**config.mk**
```make
export PLATFORM = sky130hd
export DESIGN_NAME = cpu16Exec
export DESIGN_NICKNAME = d
export VERILOG_FILES = /design/src/cpu16Pkg.sv /design/src/alu.sv /design/src/cpu16Exec.sv /design/src/instrDecoder.sv /design/src/regFile.sv /design/src/writeback.sv
export VERILOG_INCLUDE_DIRS = /design/src
export SDC_FILE = /design/constraint.sdc
export NUM_CORES = 1
export LEC_CHECK = 0
export BUFFER_PORTS_ARGS = -buffer_cell sky130_fd_sc_hd__buf_4
export CELL_PAD_IN_SITES_DETAIL_PLACEMENT = 1
export CELL_PAD_IN_SITES_GLOBAL_PLACEMENT = 1
export CORE_UTILIZATION = 57
export DETAILED_ROUTE_END_ITERATION = 10
export PLACE_DENSITY_LB_ADDON = 0.25
export SYNTH_ARGS = -nofsm -noshare
export SYNTH_HDL_FRONTEND = slang
export SYNTH_HIERARCHICAL = 1
export SYNTH_SLANG_ARGS = --single-unit
```
**constraint.sdc**
```tcl
create_clock -name clk -period 17.5 [get_ports clk]
set_input_delay 0.875 -clock clk [delete_from_list [all_inputs] [get_ports clk]]
set_output_delay 0.875 -clock clk [all_outputs]
set_load 0.02 [all_outputs]
```
**src/cpu16_settings.svh**
```systemverilog
`ifndef CPU16_SETTINGS_SVH
`define CPU16_SETTINGS_SVH

// Datapath width in bits
`define CPU16_DATA_WIDTH 16

// Number of general purpose registers
`define CPU16_REG_COUNT 16

// Width of the immediate field in ADDI and MOVI
`define CPU16_IMM_WIDTH 8

`endif

```
**src/cpu16Pkg.sv**
```systemverilog
`default_nettype none

`include "cpu16_settings.svh"

package cpu16Pkg;

	typedef logic [`CPU16_DATA_WIDTH-1:0] word_t;
	typedef logic [$clog2(`CPU16_REG_COUNT)-1:0] regAddr_t;

	// Major field in the upper nibble, extension field in the lower
	typedef logic [7:0] opcode_t;

	////////////////////////////////////////////////////////////////////////////
	// ALU operation codes
	////////////////////////////////////////////////////////////////////////////
	localparam opcode_t NOP   = 8'h00;
	localparam opcode_t AND   = 8'h01;
	localparam opcode_t OR    = 8'h02;
	localparam opcode_t XOR   = 8'h03;
	localparam opcode_t ADD   = 8'h05;
	localparam opcode_t ADDU  = 8'h06;
	localparam opcode_t ADDCU = 8'h07;
	localparam opcode_t TEST  = 8'h08;
	localparam opcode_t SUB   = 8'h09;
	localparam opcode_t NOT   = 8'h0A;
	localparam opcode_t CMP   = 8'h0B;
	localparam opcode_t LSH   = 8'h84;
	localparam opcode_t RSH   = 8'h85;
	localparam opcode_t ALSH  = 8'h86;
	localparam opcode_t ARSH  = 8'h87;

	// Immediate forms, selected by the major field alone
	localparam logic [3:0] MAJOR_ADDI = 4'h5;
	localparam logic [3:0] MAJOR_MOVI = 4'hD;

	// Processor status bits, also the ALU flag outputs
	typedef struct packed {
		logic carry;
		logic flag;     // signed overflow
		logic low;
		logic negative;
		logic zero;
	} flags_t;

	typedef struct packed {
		opcode_t  op;
		regAddr_t rDest;
		regAddr_t rSrc;
		logic     useImm;
		logic     passImm;
		word_t    imm;
		logic     writesReg;
		logic     writesFlags;
	} decoded_t;

endpackage

`default_nettype wire

```
**src/alu.sv**
```systemverilog
`default_nettype none
`timescale 1ns/10ps

`include "cpu16_settings.svh"

module alu (
	input  cpu16Pkg::word_t   a,
	input  cpu16Pkg::word_t   b,
	input  cpu16Pkg::opcode_t opcode,
	input  logic              carryIn,
	output cpu16Pkg::word_t   result,
	output cpu16Pkg::flags_t  flags
);
	import cpu16Pkg::*;

	localparam int msb = `CPU16_DATA_WIDTH - 1;

	// Two's complement of B, SUB adds this
	word_t bNeg;

	assign bNeg = -b;

	always_comb
	begin
		// NOP and undefined codes leave everything at zero
		result = '0;
		flags  = '0;
		case (opcode)
			////////////////////////////////////////////////////////////////////
			// Arithmetic
			////////////////////////////////////////////////////////////////////
			ADD:
			begin
				result         = a + b;
				flags.zero     = (result == '0);
				flags.flag     = (~a[msb] & ~b[msb] & result[msb]) |
					(a[msb] & b[msb] & ~result[msb]);
				// Carry stays clear for signed add
				flags.low      = $signed(a) < $signed(b);
				flags.negative = result[msb];
			end
			ADDU:
			begin
				{flags.carry, result} = a + b;
				flags.zero = (result == '0);
				flags.low  = a < b;
			end
			ADDCU:
			begin
				{flags.carry, result} = a + b + carryIn;
				// Zero only when the carry out is clear as well
				flags.zero = (result == '0) && !flags.carry;
				flags.low  = a < b;
			end
			SUB:
			begin
				result         = a + bNeg;
				flags.zero     = (a == b);
				flags.flag     = (~a[msb] & ~bNeg[msb] & result[msb]) |
					(a[msb] & bNeg[msb] & ~result[msb]);
				flags.low      = $signed(a) < $signed(b);
				flags.negative = result[msb];
			end
			CMP:
			begin
				// Flags only, result stays zero
				flags.low      = a < b;
				flags.negative = $signed(a) < $signed(b);
				flags.zero     = (a == b);
			end
			////////////////////////////////////////////////////////////////////
			// Logic
			////////////////////////////////////////////////////////////////////
			TEST:
			begin
				result         = a & b;
				flags.zero     = (result == '0);
				flags.low      = a < b;
				flags.negative = $signed(a) < $signed(b);
			end
			AND:
			begin
				result         = a & b;
				flags.zero     = (result == '0);
				flags.low      = a < b;
				flags.negative = result[msb];
			end
			OR:
			begin
				result         = a | b;
				flags.zero     = (result == '0);
				flags.low      = a < b;
				flags.negative = result[msb];
			end
			XOR:
			begin
				result         = a ^ b;
				flags.zero     = (result == '0);
				flags.low      = a < b;
				flags.negative = result[msb];
			end
			NOT:
			begin
				result         = ~a;
				flags.zero     = (result == '0);
				// Low compares the inverted value against A
				flags.low      = result < a;
				flags.negative = result[msb];
			end
			////////////////////////////////////////////////////////////////////
			// Shifts, zero flag only
			////////////////////////////////////////////////////////////////////
			LSH, ALSH:
			begin
				result     = a << b;
				flags.zero = (result == '0);
			end
			RSH:
			begin
				result     = a >> b;
				flags.zero = (result == '0);
			end
			ARSH:
			begin
				// Amount wraps to the low four bits
				result     = $signed(a) >>> b[3:0];
				flags.zero = (result == '0);
			end
			default:
			begin
				result = '0;
				flags  = '0;
			end
		endcase
	end

endmodule

`default_nettype wire

```
**src/cpu16Exec.sv**
```systemverilog
`default_nettype none
`timescale 1ns/10ps

module cpu16Exec (
	input  logic               clk,
	input  logic               arstN,
	input  logic               instrValid,
	input  cpu16Pkg::word_t    instr,
	output logic               wbValid,
	output cpu16Pkg::regAddr_t wbAddr,
	output cpu16Pkg::word_t    wbData,
	output logic               wbWrite,
	output cpu16Pkg::flags_t   psr
);
	import cpu16Pkg::*;

	decoded_t decoded;
	word_t    readDataA;
	word_t    readDataB;
	word_t    operandB;
	word_t    aluResult;
	flags_t   aluFlags;
	logic     writeEn;
	regAddr_t writeAddr;
	word_t    writeData;

	instrDecoder i_instrDecoder (
		.instr   (instr),
		.decoded (decoded)
	);

	regFile i_regFile (
		.clk       (clk),
		.arstN     (arstN),
		.readAddrA (decoded.rDest),
		.readAddrB (decoded.rSrc),
		.readDataA (readDataA),
		.readDataB (readDataB),
		.writeEn   (writeEn),
		.writeAddr (writeAddr),
		.writeData (writeData)
	);

	// ADDI takes B from the immediate
	assign operandB = decoded.useImm ? decoded.imm : readDataB;

	alu i_alu (
		.a       (readDataA),
		.b       (operandB),
		.opcode  (decoded.op),
		.carryIn (psr.carry),
		.result  (aluResult),
		.flags   (aluFlags)
	);

	writeback i_writeback (
		.clk        (clk),
		.arstN      (arstN),
		.instrValid (instrValid),
		.decoded    (decoded),
		.aluResult  (aluResult),
		.aluFlags   (aluFlags),
		.writeEn    (writeEn),
		.writeAddr  (writeAddr),
		.writeData  (writeData),
		.wbValid    (wbValid),
		.wbWrite    (wbWrite),
		.wbAddr     (wbAddr),
		.wbData     (wbData),
		.psr        (psr)
	);

endmodule

`default_nettype wire

```
**src/instrDecoder.sv**
```systemverilog
`default_nettype none
`timescale 1ns/10ps

`include "cpu16_settings.svh"

module instrDecoder (
	input  cpu16Pkg::word_t    instr,
	output cpu16Pkg::decoded_t decoded
);
	import cpu16Pkg::*;

	localparam int extWidth = `CPU16_DATA_WIDTH - `CPU16_IMM_WIDTH;

	logic [3:0]                  major;
	logic [`CPU16_IMM_WIDTH-1:0] immField;
	opcode_t                     regOp;

	assign major    = instr[15:12];
	assign immField = instr[`CPU16_IMM_WIDTH-1:0];
	// Major and extension nibbles form the register-register opcode
	assign regOp    = {major, instr[7:4]};

	always_comb
	begin
		decoded       = '0;
		decoded.op    = NOP;
		decoded.rDest = instr[11:8];
		decoded.rSrc  = instr[3:0];
		case (major)
			MAJOR_ADDI:
			begin
				decoded.op          = ADD;
				decoded.useImm      = 1'b1;
				decoded.imm         = {{extWidth{immField[`CPU16_IMM_WIDTH-1]}}, immField};
				decoded.writesReg   = 1'b1;
				decoded.writesFlags = 1'b1;
			end
			MAJOR_MOVI:
			begin
				decoded.passImm   = 1'b1;
				decoded.imm       = {{extWidth{1'b0}}, immField};
				decoded.writesReg = 1'b1;
			end
			default:
			begin
				// Only majors 0 and 8 can match a defined opcode here
				case (regOp)
					AND, OR, XOR, ADD, ADDU, ADDCU, SUB, NOT,
					LSH, RSH, ALSH, ARSH:
					begin
						decoded.op          = regOp;
						decoded.writesReg   = 1'b1;
						decoded.writesFlags = 1'b1;
					end
					TEST, CMP:
					begin
						decoded.op          = regOp;
						decoded.writesFlags = 1'b1;
					end
					default:
					begin
						decoded.op = NOP;
					end
				endcase
			end
		endcase
	end

endmodule

`default_nettype wire

```
**src/regFile.sv**
```systemverilog
`default_nettype none
`timescale 1ns/10ps

`include "cpu16_settings.svh"

module regFile (
	input  logic               clk,
	input  logic               arstN,
	input  cpu16Pkg::regAddr_t readAddrA,
	input  cpu16Pkg::regAddr_t readAddrB,
	output cpu16Pkg::word_t    readDataA,
	output cpu16Pkg::word_t    readDataB,
	input  logic               writeEn,
	input  cpu16Pkg::regAddr_t writeAddr,
	input  cpu16Pkg::word_t    writeData
);
	import cpu16Pkg::*;

	word_t regs [`CPU16_REG_COUNT];

	// Registers come up as zero after reset
	always_ff @(posedge clk or negedge arstN)
	begin
		if (!arstN)
			regs <= '{default: '0};
		else if (writeEn)
			regs[writeAddr] <= writeData;
	end

	// Read ports see the value written at the previous edge
	assign readDataA = regs[readAddrA];
	assign readDataB = regs[readAddrB];

endmodule

`default_nettype wire

```
**src/writeback.sv**
```systemverilog
`default_nettype none
`timescale 1ns/10ps

module writeback (
	input  logic               clk,
	input  logic               arstN,
	input  logic               instrValid,
	input  cpu16Pkg::decoded_t decoded,
	input  cpu16Pkg::word_t    aluResult,
	input  cpu16Pkg::flags_t   aluFlags,
	output logic               writeEn,
	output cpu16Pkg::regAddr_t writeAddr,
	output cpu16Pkg::word_t    writeData,
	output logic               wbValid,
	output logic               wbWrite,
	output cpu16Pkg::regAddr_t wbAddr,
	output cpu16Pkg::word_t    wbData,
	output cpu16Pkg::flags_t   psr
);

	////////////////////////////////////////////////////////////////////////////
	// Register file write, same edge as the strobe
	////////////////////////////////////////////////////////////////////////////

	// MOVI bypasses the ALU
	assign writeData = decoded.passImm ? decoded.imm : aluResult;
	assign writeAddr = decoded.rDest;
	assign writeEn   = instrValid && decoded.writesReg;

	////////////////////////////////////////////////////////////////////////////
	// Status register and writeback report
	////////////////////////////////////////////////////////////////////////////

	always_ff @(posedge clk or negedge arstN)
	begin
		if (!arstN)
		begin
			wbValid <= 1'b0;
			wbWrite <= 1'b0;
			psr     <= '0;
		end
		else
		begin
			wbValid <= instrValid;
			wbWrite <= writeEn;
			if (instrValid && decoded.writesFlags)
				psr <= aluFlags;
		end
	end

	// Report payload, only meaningful while wbValid is high
	always_ff @(posedge clk)
	begin
		if (instrValid)
		begin
			wbAddr <= writeAddr;
			wbData <= writeData;
		end
	end

endmodule

`default_nettype wire
```
==> results.sh, run 1 <==
export IMPL_fin_skew_ns=0.0152
export IMPL_portBuffers=45
export IMPL_cts_buffers=30
export IMPL_synth_enable_flop_cells=20
export IMPL_fmax_mhz=130
export IMPL_avgViaCountPerCell=7.65
export IMPL_cts_htree_levels=1
export IMPL_drive_above_1_share_pct=34.5
export IMPL_slew_headroom_pct=17.0
export IMPL_cp_max_fo=36
export IMPL_finalSetupViolCount=0
export IMPL_grt_pass1_vias=18800
export IMPL_rr_endpoint="i_regFile/regs[79]"
export IMPL_outcome="finished clean"
export IMPL_hpwl_microns=53400
export IMPL_crit_type="in -> reg"
export IMPL_grtUsageTotal_pct=45.5
export IMPL_postCtsResizedCells=0
export IMPL_regArea_sq_um=7180
export IMPL_remaining_drc_errors=0
export IMPL_slew_violations=0
export IMPL_ant_nets=0
export IMPL_rr_worst_depth=18
export IMPL_rrSetupSlack_ns=10.98
export IMPL_synth_top_cell_area_share_pct=30.9
export IMPL_hp_class="in -> async"
export IMPL_cp_required_ns=17.97
export IMPL_cts_tree="done"
export IMPL_die_w_microns=195
export IMPL_worstPathArrival_ns=8.15
export IMPL_synth_seq_cells=283
export IMPL_maxCapViolCount=0
export IMPL_ys_warn_count=6
export IMPL_overflow=0
export IMPL_cp_slowest_stage_delay_ns=0.77
export IMPL_clkSinkCount=283
export IMPL_crit_path_cell_trace="buf_4, buf_4, mux4_2, a22oi_1, nand2_1, mux2_2, buf_4, nor3_1, nand2_1, xnor2_1, ha_1, a2111oi_0, o31ai_1, a41oi_1, a21oi_1, xor2_1, a21oi_1, nand4_1, mux2_2, mux2_2"
export IMPL_root_buffer="clkbuf_16"
export IMPL_finalPower_mw=1.46
export IMPL_rows=70
export IMPL_setup_tns_ns=0
export IMPL_crit_end="i_regFile/regs[79]"
export IMPL_synth_cell_types=92
export IMPL_multi_input_comb_area_sq_um=13000
export IMPL_dr_pass1_iters=5
export IMPL_synth_main_ff_cell="dfrtp_1"
export IMPL_wl_per_cell_microns=37.0
export IMPL_grt_max_degree=121
export IMPL_core_area_sq_um=36700
export IMPL_nets=1882
export IMPL_place_gp_congestion=1.01
export IMPL_post_cts_buffers=0
export IMPL_ys_async_sr_fraction_pct=92.9
export IMPL_worst_setup_path_end_kind="register"
export IMPL_setup_worst_path_start="instr[0]"
export IMPL_yosysTopAreaCell="dfrtp_1"
export IMPL_r2r_start="i_regFile/regs[193]"
export IMPL_powerDensity_nw_per_um2=64.0
export IMPL_die_h_microns=195
export IMPL_layout_worst_path_cycle_share_pct=43.9
export IMPL_cp_top_family="compound AO/OA/AOI/OAI gates"
export IMPL_cts_max_path_buffers=3
export IMPL_finalHoldViolCount=0
export IMPL_ios=46
export IMPL_grt_antenna_before_repair=1
export IMPL_grt_pass1_wl_microns=128000
export IMPL_dieArea_sq_um=38200
export IMPL_cp_depth=20
export IMPL_worstSetupStartpointType="input pin"
export IMPL_critPathSlowestCell="a2111oi_0"
export IMPL_initial_core_util_pct=58.1
export IMPL_fill_cells=3613
export IMPL_period_minus_slack_ns=7.69
export IMPL_grt_setup_unrepaired="false"
export IMPL_syn_to_final_growth_pct=6.74
export IMPL_syn_area_sq_um=21300
export IMPL_drt_wl_total_microns=84500
export IMPL_insertion_delay_ns=0.59
export IMPL_path_buf_inv=3
export IMPL_dr_first_iter_drc_count=1737
export IMPL_ctsHoldBuffers=0
export IMPL_irDropWorstVdd_uv=87.1
export IMPL_ys_seq_area_share_pct=33.7
export IMPL_worst_pin_slew_ns=1.24
export IMPL_avgSynthCellArea_sq_um=11.6
export IMPL_clk_pin_slew_ns=0.07
export IMPL_syn_inst=1837
export IMPL_synth_area_leaders="dfrtp_1, mux4_2, mux2_2, ha_1, edfxtp_1"
export IMPL_power_leakage_nw=10.0
export IMPL_vias=17500
[cell usage after synthesis, types with 8 or more instances]
cell type,n
a21o_1,11
a21oi_1,49
a221oi_1,13
a22oi_1,70
a31oi_1,9
and2_1,23
and3_1,9
buf_1,9
buf_2,31
buf_4,33
buf_6,14
clkbuf_1,82
dfrtp_1,263
edfxtp_1,20
ha_1,67
inv_1,52
mux2_2,268
mux2_4,31
mux2i_1,33
mux4_2,149
nand2_1,108
nand2b_1,10
nand3_1,28
nand4_1,25
nor2_1,79
nor2b_1,17
nor3_1,27
nor4_1,19
o2111ai_1,8
o211ai_1,11
o21ai_0,47
o22ai_1,14
xnor2_1,39
xor2_1,18
[worst min path at each step]
stage | start | endpoint | slack [ns] | depth (start not counted)
3_3_place_gp | i_writeback/psr[2] | i_writeback/psr[2] | 0.49 | 1
6_report | arstN | i_writeback/psr[4] | 0.30 | 1
2_1_floorplan | i_regFile/regs[229] | i_regFile/regs[229] | 0.49 | 1
4_1_cts | arstN | i_writeback/psr[4] | 0.39 | 1
5_1_grt | arstN | i_writeback/psr[0] | 0.42 | 1
3_5_place_dp | i_writeback/psr[0] | i_writeback/psr[0] | 0.50 | 1
[through the flow]
stage / instance area (sq um) / hold WS (ns) / cells / worst slack (ns) / util [%]
after detailed placement: 21700 / 0.501 / 2230 / 9.40 / 59.2
final: 22800 / 0.299 / 2284 / 9.81 / 62.0
after CTS: 22800 / 0.392 / 2283 / 9.89 / 62.0
after floorplan: 21300 / 0.492 / 1839 / 10.71 / -
after global routing: 22800 / 0.421 / 2283 / 9.33 / 62.0
after global placement: 21700 / 0.489 / 2230 / 9.74 / 59.2
[layer usage]
metal | up-vias | track usage, % | routed length [microns]
li1 | 6929 | - | -
met1 | 8968 | 55.1 | 30300
met2 | 1154 | 73.0 | 40200
met3 | 426 | 8.57 | 7010
met4 | 2 | 33.7 | 7030
met5 | - | 0 | 8
[cell type report]
class,instances,area share [%]
sequential,283,31.6
timing repair buffer,95,3.17
clock buffer,44,3.84
clock inverter,9,0.660
tap,468,2.57
inverter,56,0.924
multi-input combinational,1328,57.3
antenna,1,0.0110
[cell families after synthesis]
logic type	Yosys count	share of synthesized area [%]
mux	484	33.8
simple gates	393	9.67
compound gates	319	10.6
flops	283	33.7
buf+inv	228	5.48
fa+ha+maj	69	4.12
xor+xnor	60	2.62
other cells	1	0.0176
[flip-flops by register name, summed over array words and instances, names as in the netlist]
name and flops:
i_regFile/regs 256, i_writeback/psr 5, i_writeback/wbAddr 4, i_writeback/wbData 16
i_writeback/wbValid 1, i_writeback/wbWrite 1
[worst reg2reg max path: stages, from the launching register on]
cell       delay [ns]
dfrtp_1          0.42
mux4_2           0.54
a22oi_1          0.25
nand2_1          0.19
mux2_2           0.31
buf_4            0.32
nor3_1           0.67
nand2_1          0.29
xnor2_1          0.21
ha_1             0.22
a2111oi_0        0.77
o31ai_1          0.26
a41oi_1          0.33
a21oi_1          0.13
xor2_1           0.18
a21oi_1          0.25
nand4_1          0.20
mux2_2           0.50
mux2_2           0.37
[power by group]
group	switching, mW	internal [mW]
sequential	0.00231	0.664
clock	0.286	0.403
combinational	0.0698	0.0308
total	0.358	1.10
[cell usage in the layout (no fill, tap or decap), drive strengths merged, types with 20 or more instances in the layout]
cell / count
a21oi: 49
a22oi: 70
and2: 24
buf: 95
clkbuf: 44
dfrtp: 263
edfxtp: 20
ha: 67
inv: 55
mux2: 302
mux2i: 33
mux4: 149
nand2: 108
nand3: 28
nand4: 25
nor2: 83
nor3: 34
nor4: 22
o21ai: 51
xnor2: 42
Note: power is estimated with default switching activity, not from simulation.
==> run 2: changes to the inputs <==
CORE_UTILIZATION = 48   (was 57)
clock period = 6.65 ns   (was 17.5 ns; I/O delays follow)
==> results.sh, run 2 (synthesis results as in run 1) <==
export IMPL_fin_ws_ns=0.990
export IMPL_dr_pass1_iters=6
export IMPL_postCtsResizedCells=0
export IMPL_clk_pin_slew_ns=0.06
export IMPL_nets=1922
export IMPL_rows=76
export IMPL_top_layer_used="met5"
export IMPL_worst_pin_slew_ns=1.25
export IMPL_ctsHoldBuffers=1
export IMPL_dr_wl_met3_microns=4650
export IMPL_largest_register="i_regFile/regs"
export IMPL_overflow=0
export IMPL_dr_first_iter_drc_count=1314
export IMPL_vias=16600
export IMPL_clkSinkCount=283
export IMPL_post_cts_buffers=0
export IMPL_ant_nets=0
export IMPL_grtUsageTotal_pct=34.9
export IMPL_dieArea_sq_um=45300
export IMPL_place_gp_congestion=0.993
export IMPL_cts_buffers=31
export IMPL_initial_core_util_pct=49.0
export IMPL_hp_class="in -> reg"
export IMPL_dpl_cell_area_sq_um=22200
export IMPL_layout_worst_path_cycle_share_pct=85.1
export IMPL_drive_above_1_share_pct=35.7
export IMPL_cts_max_path_buffers=3
export IMPL_outcome="finished clean"
export IMPL_n_antenna_cell=0
export IMPL_grt_pass1_wl_microns=116000
export IMPL_slew_headroom_pct=16.6
export IMPL_avgViaCountPerCell=6.80
export IMPL_cp_required_ns=7.08
export IMPL_die_h_microns=213
export IMPL_grt_pass1_vias=17700
export IMPL_grt_max_degree=187
export IMPL_die_w_microns=213
export IMPL_setup_tns_ns=0
export IMPL_grt_antenna_before_repair=1
export IMPL_crit_type="in -> reg"
export IMPL_fin_util_pct=53.4
export IMPL_wl_met1_microns=30500
export IMPL_largest_register_ffs=256
export IMPL_powerDensity_nw_per_um2=159
export IMPL_whs_ns=0.105
export IMPL_wl_met2_microns=37000
export IMPL_core_area_sq_um=43500
export IMPL_reg_top3="i_regFile/regs (256), i_writeback/wbData (16), i_writeback/psr (5)"
export IMPL_fin_skew_ns=0.0245
export IMPL_root_buffer="clkbuf_16"
export IMPL_finalHoldViolCount=0
export IMPL_worst_setup_path_end_kind="register"
export IMPL_drt_wl_total_microns=76600
export IMPL_portBuffers=45
export IMPL_cp_max_fo=37
export IMPL_cts_htree_levels=1
export IMPL_slew_violations=0
export IMPL_worstPathArrival_ns=6.09
export IMPL_wl_per_cell_microns=31.4
export IMPL_fmax_mhz=177
export IMPL_grt_setup_unrepaired="false"
export IMPL_ios=46
export IMPL_syn_to_final_growth_pct=8.79
export IMPL_final_common_cell="mux2_2"
export IMPL_dp_slack_ns=0.414
export IMPL_hpwl_microns=55100
export IMPL_remaining_drc_errors=0
export IMPL_worstSetupStartpointType="input pin"
export IMPL_finalSetupViolCount=0
export IMPL_power_leakage_nw=10.2
export IMPL_insertion_delay_ns=0.58
export IMPL_cts_tree="done"
export IMPL_period_minus_slack_ns=5.66
export IMPL_maxCapViolCount=0
export IMPL_layout_common_cells="mux2_2, dfrtp_1, mux4_2"
export IMPL_irDropWorstVdd_uv=182
export IMPL_final_area_sq_um=23200
==> run 2: where the power goes <==
group | switching [mW] | total, mW | internal, mW
Clock | 0.699 | 1.66 | 0.958
Combinational | 0.179 | 0.266 | 0.0864
Sequential | 0.00533 | 1.75 | 1.75
==> run 2: per-layer routing <==
| layer | global-route usage (%) | vias to the layer above |
|---|---|---|
| met5 | 0 | - |
| met4 | 18.1 | 4 |
| met3 | 4.96 | 231 |
| met2 | 58.0 | 656 |
| met1 | 44.5 | 8691 |
| li1 | - | 7009 |
==> run 2: final cells by class <==
class	instances	area [sq um]
clock buffers	50	938
clock inverters	5	32.5
fillers	4500	20300
inverters	56	210
multi-input cells	1328	13000
flip-flops and latches	283	7180
well taps	585	732
repair buffers	134	1070
==> run 2: worst max-delay path, cell delays in order <==
cell,delay (ns)
buf_4,0.40
buf_12,0.35
mux4_2,0.54
a22oi_1,0.22
nand2_1,0.13
mux2_4,0.33
or4_1,0.60
nor2_1,0.25
xnor2_1,0.11
ha_1,0.37
nand3_1,0.12
o31ai_1,0.46
a41oi_1,0.21
a21oi_1,0.21
xor2_1,0.12
a21oi_1,0.23
nand4_1,0.21
mux2_2,0.48
mux2_2,0.33
==> run 2: worst paths after layout <==
| check | startpoint | to | slack (ns) | cells past startpoint |
|---|---|---|---|---|
| worst max-delay path | instr[0] | i_regFile/regs[63] | 0.99 | 19 |
| worst min-delay path | instr[11] | i_writeback/wbAddr[3] | 0.10 | 1 |
| worst max register to register | i_regFile/regs[68] | i_regFile/regs[63] | 1.07 | 19 |
| worst min register to register | i_writeback/psr[3] | i_writeback/psr[3] | 0.51 | 1 |
| max in group asynchronous | arstN | i_writeback/wbValid | 4.83 | 3 |
| min in group asynchronous | arstN | i_regFile/regs[29] | 0.34 | 2 |
==> run 2: metrics by stage <==
step	power, mW	cells
after floorplan	1.94	1839
after detailed placement	2.05	2385
after global routing	3.78	2441
final	3.68	2441
after CTS	3.70	2441
after global placement	2.05	2385
